### config.mk
export PLATFORM = sky130hd
export DESIGN_NAME = mouse_display_top
export DESIGN_NICKNAME = d
export VERILOG_FILES = /design/src/hw/mouse_pkg.sv /design/src/hw/ps2_rx.sv /design/src/hw/packet_assembler.sv /design/src/hw/position_tracker.sv /design/src/hw/bcd_converter.sv /design/src/hw/mouse_display_top.sv
export VERILOG_INCLUDE_DIRS = /design/src /design/src/hw
export SDC_FILE = /design/constraint.sdc
export NUM_CORES = 1
export LEC_CHECK = 0
export BUFFER_PORTS_ARGS = -buffer_cell sky130_fd_sc_hd__buf_4
export CAP_MARGIN = 20
export CORE_MARGIN = 2
export CORE_UTILIZATION = 55
export CTS_BUF_LIST = sky130_fd_sc_hd__clkbuf_8
export DETAILED_ROUTE_END_ITERATION = 8
export GPL_ROUTABILITY_DRIVEN = 0
export GPL_TIMING_DRIVEN = 0
export PLACE_DENSITY = 0.72
export SLEW_MARGIN = 20
export SYNTH_ARGS = -nofsm -noshare
export SYNTH_HDL_FRONTEND = slang
export SYNTH_SLANG_ARGS = --single-unit
### constraint.sdc
create_clock -name dav -period 4.5 [get_ports dav]
set_input_delay 0.45 -clock dav [delete_from_list [all_inputs] [get_ports dav]]
set_output_delay 0.45 -clock dav [all_outputs]
set_load 0.1 [all_outputs]
### src/hw/mouse_params.svh
/* screen geometry in pixels and the PS/2 frame timeout in dav cycles
   the timeout assumes dav runs far faster than the 10-16.7 kHz PS/2 clock */
`ifndef MOUSE_PARAMS_SVH
`define MOUSE_PARAMS_SVH

// visible area, clamp limits are one less
`define MOUSE_SCREEN_W 640
`define MOUSE_SCREEN_H 480

// position after reset and after a two-button recentre
`define MOUSE_HOME_X 320
`define MOUSE_HOME_Y 240

// dav cycles without a PS/2 clock fall before a partial frame is dropped
`define MOUSE_PS2_IDLE_CYCLES 2000

`endif

### src/hw/mouse_pkg.sv
/* shared types of the mouse display chain
   coordinates are unsigned pixels, deltas are 9-bit two's complement */
`default_nettype none

package mouse_pkg;

	typedef logic [10:0] coord_t;        // one screen coordinate
	typedef logic signed [8:0] delta_t;  // sign bit from byte 0, low byte from byte 1/2
	typedef logic [3:0] bcd_digit_t;
	typedef logic [7:0] ps2_byte_t;

	typedef struct packed {
		logic left;
		logic right;
		delta_t dx;
		delta_t dy;   // positive moves y up the count
	} mouse_packet_t;

	typedef struct packed {
		coord_t x;
		coord_t y;
	} position_t;

	typedef struct packed {
		bcd_digit_t x_hund;
		bcd_digit_t x_tens;
		bcd_digit_t x_unit;
		bcd_digit_t y_hund;
		bcd_digit_t y_tens;
		bcd_digit_t y_unit;
	} bcd_pos_t;

	typedef enum logic [1:0] {RX_IDLE, RX_DATA, RX_PARITY, RX_STOP} rx_state_t;
	typedef enum logic [1:0] {ASM_BYTE0, ASM_BYTE1, ASM_BYTE2} asm_state_t;
	typedef enum logic [2:0] {BCD_IDLE, BCD_HUND, BCD_TENS, BCD_REQ, BCD_WAIT_ACK_LOW} bcd_state_t;

endpackage

`default_nettype wire

### src/hw/ps2_rx.sv
/* device-to-host frames only, the mouse must already be streaming
   a frame stalled longer than MOUSE_PS2_IDLE_CYCLES is dropped with byte_err */
`default_nettype none
`include "mouse_params.svh"

module ps2_rx
	import mouse_pkg::*;
(
	input  logic      dav,
	input  logic      rst,
	input  logic      ps2_clk,
	input  logic      ps2_data,
	output ps2_byte_t rx_byte,
	output logic      byte_valid,
	output logic      byte_err
);

	localparam int IDLE_W = $clog2(`MOUSE_PS2_IDLE_CYCLES + 1);

	rx_state_t state;
	logic [1:0] clk_sync;     // two-stage synchroniser
	logic [1:0] data_sync;
	logic clk_prev;           // edge register
	logic fall;
	logic [2:0] bit_cnt;
	ps2_byte_t shift;
	logic parity_ok;
	logic [IDLE_W-1:0] idle_cnt;

	assign fall = clk_prev & ~clk_sync[1];
	assign rx_byte = shift;   // held until the next frame's data bits

	always_ff @(posedge dav)
	begin
		if (rst)
		begin
			clk_sync <= 2'b11;   // lines idle high
			data_sync <= 2'b11;
			clk_prev <= 1'b1;
		end
		else
		begin
			clk_sync <= {clk_sync[0], ps2_clk};
			data_sync <= {data_sync[0], ps2_data};
			clk_prev <= clk_sync[1];
		end
	end

	always_ff @(posedge dav)
	begin
		byte_valid <= 1'b0;
		byte_err <= 1'b0;
		if (rst)
		begin
			state <= RX_IDLE;
			bit_cnt <= '0;
			idle_cnt <= '0;
		end
		else if (state != RX_IDLE && !fall &&
			idle_cnt == IDLE_W'(`MOUSE_PS2_IDLE_CYCLES - 1))
		begin
			byte_err <= 1'b1;    // stalled frame
			state <= RX_IDLE;
		end
		else
		begin
			if (fall || state == RX_IDLE)
				idle_cnt <= '0;
			else
				idle_cnt <= idle_cnt + 1'b1;

			if (fall)
			begin
				case (state)
					RX_IDLE:
						if (!data_sync[1])
						begin
							bit_cnt <= '0;
							state <= RX_DATA;
						end
						else
							byte_err <= 1'b1;    // bad start bit
					RX_DATA:
					begin
						shift <= {data_sync[1], shift[7:1]};   // lsb first
						bit_cnt <= bit_cnt + 1'b1;
						if (bit_cnt == 3'd7)
							state <= RX_PARITY;
					end
					RX_PARITY:
					begin
						parity_ok <= ^{shift, data_sync[1]};   // odd parity
						state <= RX_STOP;
					end
					RX_STOP:
					begin
						if (data_sync[1] && parity_ok)
							byte_valid <= 1'b1;
						else
							byte_err <= 1'b1;
						state <= RX_IDLE;
					end
				endcase
			end
		end
	end

	a_valid_err_excl: assert property (@(posedge dav) disable iff (rst)
		!(byte_valid && byte_err));

endmodule

`default_nettype wire

### src/hw/packet_assembler.sv
/* standard 3-byte packets only, no wheel byte; overflow bits are ignored
   byte 0 must carry bit 3 set, otherwise it is skipped to regain sync */
`default_nettype none

module packet_assembler
	import mouse_pkg::*;
(
	input  logic          dav,
	input  logic          rst,
	input  ps2_byte_t     rx_byte,
	input  logic          byte_valid,
	input  logic          byte_err,
	output mouse_packet_t packet,
	output logic          packet_valid
);

	asm_state_t state;
	logic left;
	logic right;
	logic x_sign;
	logic y_sign;
	ps2_byte_t dx_lo;

	always_ff @(posedge dav)
	begin
		packet_valid <= 1'b0;
		if (rst)
			state <= ASM_BYTE0;
		else if (byte_err)
			state <= ASM_BYTE0;    // drop partial packet
		else if (byte_valid)
		begin
			case (state)
				ASM_BYTE0:
					if (rx_byte[3])    // sync bit
					begin
						left <= rx_byte[0];
						right <= rx_byte[1];
						x_sign <= rx_byte[4];
						y_sign <= rx_byte[5];
						state <= ASM_BYTE1;
					end
				ASM_BYTE1:
				begin
					dx_lo <= rx_byte;
					state <= ASM_BYTE2;
				end
				ASM_BYTE2:
				begin
					packet.left <= left;
					packet.right <= right;
					packet.dx <= {x_sign, dx_lo};
					packet.dy <= {y_sign, rx_byte};
					packet_valid <= 1'b1;
					state <= ASM_BYTE0;
				end
				default:
					state <= ASM_BYTE0;
			endcase
		end
	end

endmodule

`default_nettype wire

### src/hw/position_tracker.sv
/* a positive dy increases y; both buttons held move the start point to home
   before the packet's deltas are applied */
`default_nettype none
`include "mouse_params.svh"

module position_tracker
	import mouse_pkg::*;
(
	input  logic          dav,
	input  logic          rst,
	input  mouse_packet_t packet,
	input  logic          packet_valid,
	output position_t     pos,
	output logic          pos_valid
);

	position_t start;
	logic signed [12:0] sum_x;   // wide enough for 639 + 255 and 0 - 256
	logic signed [12:0] sum_y;
	coord_t next_x;
	coord_t next_y;

	function automatic coord_t clamp(input logic signed [12:0] v, input int hi);
		if (v < 0)
			return '0;
		else if (v > hi)
			return coord_t'(hi);
		else
			return coord_t'(v);
	endfunction

	always_comb
	begin
		start = pos;
		if (packet.left && packet.right)
		begin
			start.x = coord_t'(`MOUSE_HOME_X);   // recentre
			start.y = coord_t'(`MOUSE_HOME_Y);
		end
		sum_x = $signed({2'b00, start.x}) + $signed({{4{packet.dx[8]}}, packet.dx});
		sum_y = $signed({2'b00, start.y}) + $signed({{4{packet.dy[8]}}, packet.dy});
		next_x = clamp(sum_x, `MOUSE_SCREEN_W - 1);
		next_y = clamp(sum_y, `MOUSE_SCREEN_H - 1);
	end

	always_ff @(posedge dav)
	begin
		if (rst)
		begin
			pos.x <= coord_t'(`MOUSE_HOME_X);
			pos.y <= coord_t'(`MOUSE_HOME_Y);
			pos_valid <= 1'b0;
		end
		else
		begin
			pos_valid <= packet_valid;   // also for packets that do not move
			if (packet_valid)
			begin
				pos.x <= next_x;
				pos.y <= next_y;
			end
		end
	end

	a_pos_on_screen: assert property (@(posedge dav) disable iff (rst)
		pos.x < `MOUSE_SCREEN_W && pos.y < `MOUSE_SCREEN_H);

endmodule

`default_nettype wire

### src/hw/bcd_converter.sv
/* only the newest position is kept while busy, so fast moves may skip values
   disp_req may rise again only after disp_ack has fallen */
`default_nettype none

module bcd_converter
	import mouse_pkg::*;
(
	input  logic      dav,
	input  logic      rst,
	input  position_t pos,
	input  logic      pos_valid,
	output bcd_pos_t  disp_data,
	output logic      disp_req,
	input  logic      disp_ack
);

	bcd_state_t state;
	position_t pend_pos;   // one-entry pending register
	logic pend;
	coord_t work_x;
	coord_t work_y;
	bcd_digit_t x_hund;    // running hundreds and tens
	bcd_digit_t x_tens;
	bcd_digit_t y_hund;
	bcd_digit_t y_tens;

	always_ff @(posedge dav)
	begin
		if (pos_valid)
			pend_pos <= pos;   // newest wins
		if (rst)
		begin
			state <= BCD_IDLE;
			pend <= 1'b0;
			disp_req <= 1'b0;
		end
		else
		begin
			if (pos_valid)
				pend <= 1'b1;
			case (state)
				BCD_IDLE:
					if (pend)
					begin
						work_x <= pend_pos.x;
						work_y <= pend_pos.y;
						x_hund <= '0;
						x_tens <= '0;
						y_hund <= '0;
						y_tens <= '0;
						pend <= pos_valid;   // a fresh arrival stays pending
						state <= BCD_HUND;
					end
				BCD_HUND:
				begin
					if (work_x >= 11'd100)
					begin
						work_x <= work_x - 11'd100;
						x_hund <= x_hund + 1'b1;
					end
					if (work_y >= 11'd100)
					begin
						work_y <= work_y - 11'd100;
						y_hund <= y_hund + 1'b1;
					end
					if (work_x < 11'd100 && work_y < 11'd100)
						state <= BCD_TENS;
				end
				BCD_TENS:
				begin
					if (work_x >= 11'd10)
					begin
						work_x <= work_x - 11'd10;
						x_tens <= x_tens + 1'b1;
					end
					if (work_y >= 11'd10)
					begin
						work_y <= work_y - 11'd10;
						y_tens <= y_tens + 1'b1;
					end
					if (work_x < 11'd10 && work_y < 11'd10)
					begin
						disp_data.x_hund <= x_hund;
						disp_data.x_tens <= x_tens;
						disp_data.x_unit <= bcd_digit_t'(work_x);   // remainder
						disp_data.y_hund <= y_hund;
						disp_data.y_tens <= y_tens;
						disp_data.y_unit <= bcd_digit_t'(work_y);
						disp_req <= 1'b1;
						state <= BCD_REQ;
					end
				end
				BCD_REQ:
					if (disp_ack)
					begin
						disp_req <= 1'b0;
						state <= BCD_WAIT_ACK_LOW;
					end
				BCD_WAIT_ACK_LOW:
					if (!disp_ack)
						state <= BCD_IDLE;
				default:
					state <= BCD_IDLE;
			endcase
		end
	end

	a_data_stable: assert property (@(posedge dav) disable iff (rst)
		disp_req |=> !disp_req || $stable(disp_data));

	a_digit_range: assert property (@(posedge dav) disable iff (rst)
		disp_req |-> disp_data.x_hund <= 4'd9 && disp_data.x_tens <= 4'd9 &&
		disp_data.x_unit <= 4'd9 && disp_data.y_hund <= 4'd9 &&
		disp_data.y_tens <= 4'd9 && disp_data.y_unit <= 4'd9);

endmodule

`default_nettype wire

### src/hw/mouse_display_top.sv
/* PS/2 mouse to six-digit position display, receive path only
   stages pass one-cycle valid pulses, the display side uses four-phase req/ack */
`default_nettype none

module mouse_display_top
	import mouse_pkg::*;
(
	input  logic     dav,
	input  logic     rst,
	input  logic     ps2_clk,
	input  logic     ps2_data,
	output bcd_pos_t disp_data,
	output logic     disp_req,
	input  logic     disp_ack
);

	ps2_byte_t rx_byte;
	logic byte_valid;
	logic byte_err;
	mouse_packet_t packet;
	logic packet_valid;
	position_t pos;
	logic pos_valid;

	ps2_rx i_ps2_rx (
		.dav        (dav),
		.rst        (rst),
		.ps2_clk    (ps2_clk),
		.ps2_data   (ps2_data),
		.rx_byte    (rx_byte),
		.byte_valid (byte_valid),
		.byte_err   (byte_err)
	);

	packet_assembler i_packet_assembler (
		.dav          (dav),
		.rst          (rst),
		.rx_byte      (rx_byte),
		.byte_valid   (byte_valid),
		.byte_err     (byte_err),
		.packet       (packet),
		.packet_valid (packet_valid)
	);

	position_tracker i_position_tracker (
		.dav          (dav),
		.rst          (rst),
		.packet       (packet),
		.packet_valid (packet_valid),
		.pos          (pos),
		.pos_valid    (pos_valid)
	);

	bcd_converter i_bcd_converter (
		.dav       (dav),
		.rst       (rst),
		.pos       (pos),
		.pos_valid (pos_valid),
		.disp_data (disp_data),
		.disp_req  (disp_req),
		.disp_ack  (disp_ack)
	);

endmodule

`default_nettype wire

# --- Word-level counts from Yosys, hierarchy flattened ---
# Cells that the tools add are included.
word_totals:
  register_bits: 179
  output_inout_bits: 25
op_classes:
  mux: 49
  eq_ne: 23
  addsub: 12
  n_lt_le_gt_ge: 12
  bitwise: 8
  n_reduce_logical: 39
op_table:
  columns: ["cell", "n"]
  rows:
  - ["$mux 11", 11]
  - ["$pmux 11 s3", 2]
  - ["$reduce_and 4->1", 9]
  - ["$pmux 4 s2", 4]
  - ["$add 12x9->13", 2]
  - ["$lt 13x1->1 const B", 2]
  - ["$ge 11x4->1 const B", 2]
  - ["$ge 11x7->1 const B", 2]
  - ["$lt 11x4->1 const B", 2]
  - ["$lt 11x7->1 const B", 2]
  - ["$mux 22", 1]
  - ["$sub 11x4->11 const B", 2]
  - ["$sub 11x7->11 const B", 2]
  - ["$mux 4", 5]
  - ["$reduce_and 5->1", 4]
  - ["$mux 3", 6]
  - ["$add 4x1->4 const B", 4]
  - ["$ne 2x1->1 const B", 8]
  - ["$pmux 3 s5", 1]
  - ["$gt 13x10->1 const B", 1]
  - ["$gt 13x11->1 const B", 1]
  - ["$add 11x1->11 const B", 1]
  - ["$eq 11x11->1 const B", 1]
  - ["$mux 1", 11]
  - ["other kinds (27)", 57]

# --- Logic depth before layout (Yosys ltp) ---
logic_depth:
  word_depth: 7
  ltp_mapped: 14
  depth_no_buf: 13

# --- Hierarchy ---
# From an unflattened synthesis, not the netlist that was laid out.
unflattened:
  hier_cells: 795
  area_unflattened_um2: 8987.4
modules_own_cells:
  columns: ["mod", "cells_per_inst", "area_each_um2", "instances", "seq_area_each_um2"]
  rows:
  - ["bcd_converter", 343, 4250.3, 1, 2622.5]
  - ["position_tracker", 275, 2213.4, 1, 460.4]
  - ["ps2_rx", 130, 1403.8, 1, 730.7]
  - ["packet_assembler", 47, 1119.8, 1, 1021.0]

# --- Worst setup path before layout ---
# Ideal clock, no wire load.
synth_timing:
  path_type: "flip-flop to flip-flop"
  start: "reg i_packet_assembler.packet[19] (netlist name)"
  end: "reg i_position_tracker.pos[18] (netlist name)"
  n_path_buf: 1
  arrival_ps: 2897
  stages_incl_launch_ff: 15
  setup_time_ps: 117
  t_required_ps: 4383
  period_less_slack_ps: 3014
  slack_ps: 1486
  path_cell_list: "edfxtp_1 > nand2_1 > clkbuf_1 > and2_1 > ha_1 > inv_1 > fa_1 > and2b_4 > o2111ai_2 > a211oi_2 > a211oi_2 > a32oi_1 > o211ai_2 > and2_1 > a32o_1"
synth_between:
  elab_chain_cells: 6
  elab_cells_between_ends: 7
  cone_classes: "add/sub (1); order compare (2); mux (3); reduce/logical (1)"
synth_lines:
  columns: ["item", "line_no", "source"]
  rows:
  - ["$logic_and 1x1->1 *", "position_tracker.sv:35", "if (packet.left && packet.right)"]
  - ["$mux 22 *", "position_tracker.sv:35", null]
  - ["$add 12x9->13 *", "position_tracker.sv:40", "sum_x = $signed({2'b00, start.x}) + $signed({{4{packet.dx[8]}}, packet.dx});"]
  - ["$gt 13x11->1", "position_tracker.sv:26", "else if (v > hi)"]
  - ["$mux 11", "position_tracker.sv:26", null]
  - ["$mux 11 *", "position_tracker.sv:24", "if (v < 0)"]
# Mark *: on every way between the ends. The rest lies on a longest branch, timed or not.
# A chain may end at the register's enable or synchronous reset.

# --- Worst setup path after layout ---
layout_timing:
  start: "reg i_packet_assembler.packet[19] (netlist name)"
  end: "reg i_position_tracker.pos[14] (netlist name)"
layout_between:
  elab_chain_cells: 6
  elab_cells_between_ends: 7
  cone_classes: "add/sub (1); order compare (2); mux (3); reduce/logical (1)"
layout_lines:
  columns: ["item", "line_no"]
  rows:
  - ["$logic_and 1x1->1 *", "position_tracker.sv:35"]
  - ["$mux 22 *", "position_tracker.sv:35"]
  - ["$add 12x9->13 *", "position_tracker.sv:40"]
  - ["$gt 13x11->1", "position_tracker.sv:26"]
  - ["$mux 11", "position_tracker.sv:26"]
  - ["$mux 11 *", "position_tracker.sv:24"]
# Marked as above.

==> out/qor.csv <==
stage,metric,value,unit
detailed_routing,dr.pass1.iters,9,
clocking,tritoncts,built,
clocking,clockBufferDepth,2,
global_route,grt_pass1_vias,6373,
floorplanning,die_h,131.8,um
setup_path,cp_slowest_cell,clkbuf_1,
floorplanning,die_w,131.8,um
setup_path,cp.arrival,4.00,ns
detailed_routing,via_per_inst,5.878,
timing,tightest_slew,1.012,ns
hold_path,min_path_type,in2reg,
timing,fin_crit_sh,80.98,%
clocking,htreeDepth,4,
synth,synth_top_cell_by_area,edfxtp_1,
clocking,hold_buffers,0,
run_status,outcome,"finished, final reports clean",
pwr,peakVddDrop,0.0002363,V
global_route,grt_usage,22.06,%
timing,setup-violations-final,0,
finish,syn_to_final_growth,10.58,%
placed_design,place_hpwl,13680,um
finish,final_common_cell,edfxtp_1,
finish,drive_above_1_share,11.61,%
clocking,clock-sinks,179,
global_route,grt_start_max_net_pins,24,
timing,hold_viol,0,
finish,antennaDiodeCount,0,
floorplanning,start_util,56.36,%
timing,maxSlewViolCount,0,
timing,relSlewSlack,32.04,%
synth,synth_top_area_share,41.77,%
clocking,cts_made_buffers,17,
floorplanning,ios,30,
floorplanning,die_area,17380,um^2
synth,syn-num-nets,879,
hold_path,hp-start,ps2_clk,
setup_path,required,4.85,ns
timing,post-route-min-period,3.644,ns
clocking,clock_latency,0.47,ns
placed_design,post-place-ws,0.9453,ns
global_route,grt_pass1_wl,30830,um
pwr,p_leak,3.677,nW
floorplanning,rows,46,
global_route,antenna_found_initial,0,
global_route,gr-total-overflow,0,
finish,register_area,4835,um^2
timing,setup_slack,0.8558,ns
placed_design,portBuffers,29,
synth,syn_inst,824,
detailed_routing,drt_iter0_markers,654,
synth,synthTopCellsByArea,"edfxtp_1, dfxtp_1, ha_1, xnor2_1, nor2_1",
detailed_routing,wl_per_cell,17.07,um
detailed_routing,drtAntennaViolNets,0,
finish,nNetsFinal,929,
setup_path,path_class,reg2reg,
finish,fillers,1269,
setup_path,crit_chain,nand2_1 > clkbuf_1 > and2_1 > ha_1 > inv_1 > fa_1 > and2b_4 > o2111ai_2 > a21oi_2 > nor2_1 > o32a_1 > nand3_2 > a21oi_2 > a221o_1,
clocking,cts_root_buffer,clkbuf_8,
setup_path,cpPeakStageDelay,0.40,ns
timing,rsz0062_at_grt,false,
clocking,post_cts_buffers,0,
timing,fmax,274.4,MHz
setup_path,cp-start-kind,register,
setup_path,crit_path_frequent_cell,a21oi_2,
synth,ys_seq_area_share,53.80,%
synth,syn-mean-instance-area,10.91,um^2
synth,ys_ff_latch,179,
floorplanning,core_area,15940,um^2
synth,synthFlopType,edfxtp_1,
clocking,clk_pin_slew,0.09,ns
setup_path,end_kind,register,
finish,multi_input_area,3930,um^2
synth,ys_warn_count,0,
clocking,cts_resized,0,
detailed_routing,drc,0,
timing,clock_skew,0.01293,ns
timing,fin_tns_setup,0,ns
finish,layout_common_cells,"edfxtp_1, nor2_1, nand2_1",
placed_design,dp_cells,1071,
synth,synth_edf_count,125,
synth,async_reset_ff_share,0,%
detailed_routing,num_vias,6483,
detailed_routing,wl,18830,um
synth,ys_types,80,
pwr,p_per_area,331.9,nW/um^2
setup_path,critPathMaxFanout,10,
flow_run,drv_cap,0,
finish,fin_area,9937,um^2
setup_path,crit_start,i_packet_assembler.packet[19],
synth,synth_area,8986,um^2
setup_path,r2r-start,i_packet_assembler.packet[19],
finish,stdcell_count,1103,
placed_design,placed_cell_area,9514,um^2
routing by layer:
layer	up-vias	routed length (um)	global-route usage, %
met5	-	0	0
met4	0	646	11.23
met3	55	1003	4.537
met2	244	9382	38.74
met1	3063	7795	25.62
li1	3121	-	-
Yosys cell counts (all sizes together), types with 4 or more instances:
cell type,n
a211oi,5
o21ai,30
nand3,17
o211ai,5
nor3,36
o221ai,6
a22oi,9
or3,8
buf,6
ha,48
a21o,7
nand2b,14
a32oi,6
inv,34
nand4,7
xnor2,36
xor2,23
or2,6
mux2i,5
and2,22
and3,10
clkbuf,22
a221o,9
a21oi,39
nor2,82
o21bai,4
o22ai,8
nor3b,4
nand2,78
a31oi,7
dfxtp,54
edfxtp,125
where the power goes:
| group | leakage (nW) | switching [mW] | total (mW) | internal [mW] |
|---|---|---|---|---|
| combinational | 1.92 | 0.215 | 0.328 | 0.113 |
| sequential | 1.54 | 0.0346 | 1.84 | 1.81 |
| clock | 0.215 | 0.596 | 1.13 | 0.534 |
state kept, by name (all words and copies together) (netlist names), 2 cells and up:
name / cells
i_position_tracker.pos: 22
i_ps2_rx.rx_byte: 8
i_bcd_converter.state: 3
i_bcd_converter.work_y: 11
i_packet_assembler.packet: 20
i_ps2_rx.idle_cnt: 11
i_bcd_converter.disp_data: 24
i_ps2_rx.bit_cnt: 3
i_packet_assembler.dx_lo: 8
i_ps2_rx.state: 2
i_bcd_converter.pend_pos: 22
i_bcd_converter.y_tens: 4
i_bcd_converter.work_x: 11
i_packet_assembler.state: 2
i_ps2_rx.data_sync: 2
i_bcd_converter.x_hund: 4
i_bcd_converter.x_tens: 4
i_bcd_converter.y_hund: 4
i_ps2_rx.clk_sync: 2
cell type report:
type                    instances  share of cell area (%)
clock inverters                13                   1.511
inverters                      34                   1.284
multi-input cells             583                   39.55
clock buffers                  19                   2.632
well taps                     216                   2.720
plain buffers                  28                   1.234
repair buffers                 31                   2.418
flip-flops and latches        179                   48.65
logic make-up (layout without fill, tap and decap cells):
group / after synthesis / count (layout) / share of synthesized area (%)
adders and majority gates: 50 / 50 / 7.129
AOI/OAI and AO/OA: 168 / 168 / 13.46
xor gates and xnor gates: 59 / 59 / 5.750
DFF: 179 / 179 / 53.80
and+or+nand+nor: 300 / 300 / 16.39
muxes: 6 / 6 / 0.6823
buffers and inverters: 62 / 125 / 2.785
final timing paths:
path	endpoint	slack, ns	cells past startpoint
setup reg to reg	i_position_tracker.pos[14]	0.86	14
hold / removal	i_ps2_rx.clk_sync[0]	0.17	2
hold reg to reg	i_ps2_rx.clk_sync[1]	0.41	1
setup / recovery	i_position_tracker.pos[14]	0.86	14
per-stage QoR:
stage	hold WS [ns]	util, %	power (mW)
4_1_cts	0.1399	62.26	3.312
3_3_place_gp	0.3935	59.43	2.183
3_5_place_dp	0.3969	59.68	2.196
2_1_floorplan	0.3895	-	2.099
6_report	0.1652	62.33	3.299
5_1_grt	0.1521	62.33	3.420
critical path: cells and delay by family (launching register included):
| kind | cells | cell delay (ns) |
|---|---|---|
| compound gates | 5 | 1.22 |
| simple gates | 5 | 0.90 |
| fa+ha+maj | 2 | 0.57 |
| buf+inv | 2 | 0.46 |
| flops | 1 | 0.37 |
Power figures use the tool's default switching activity.
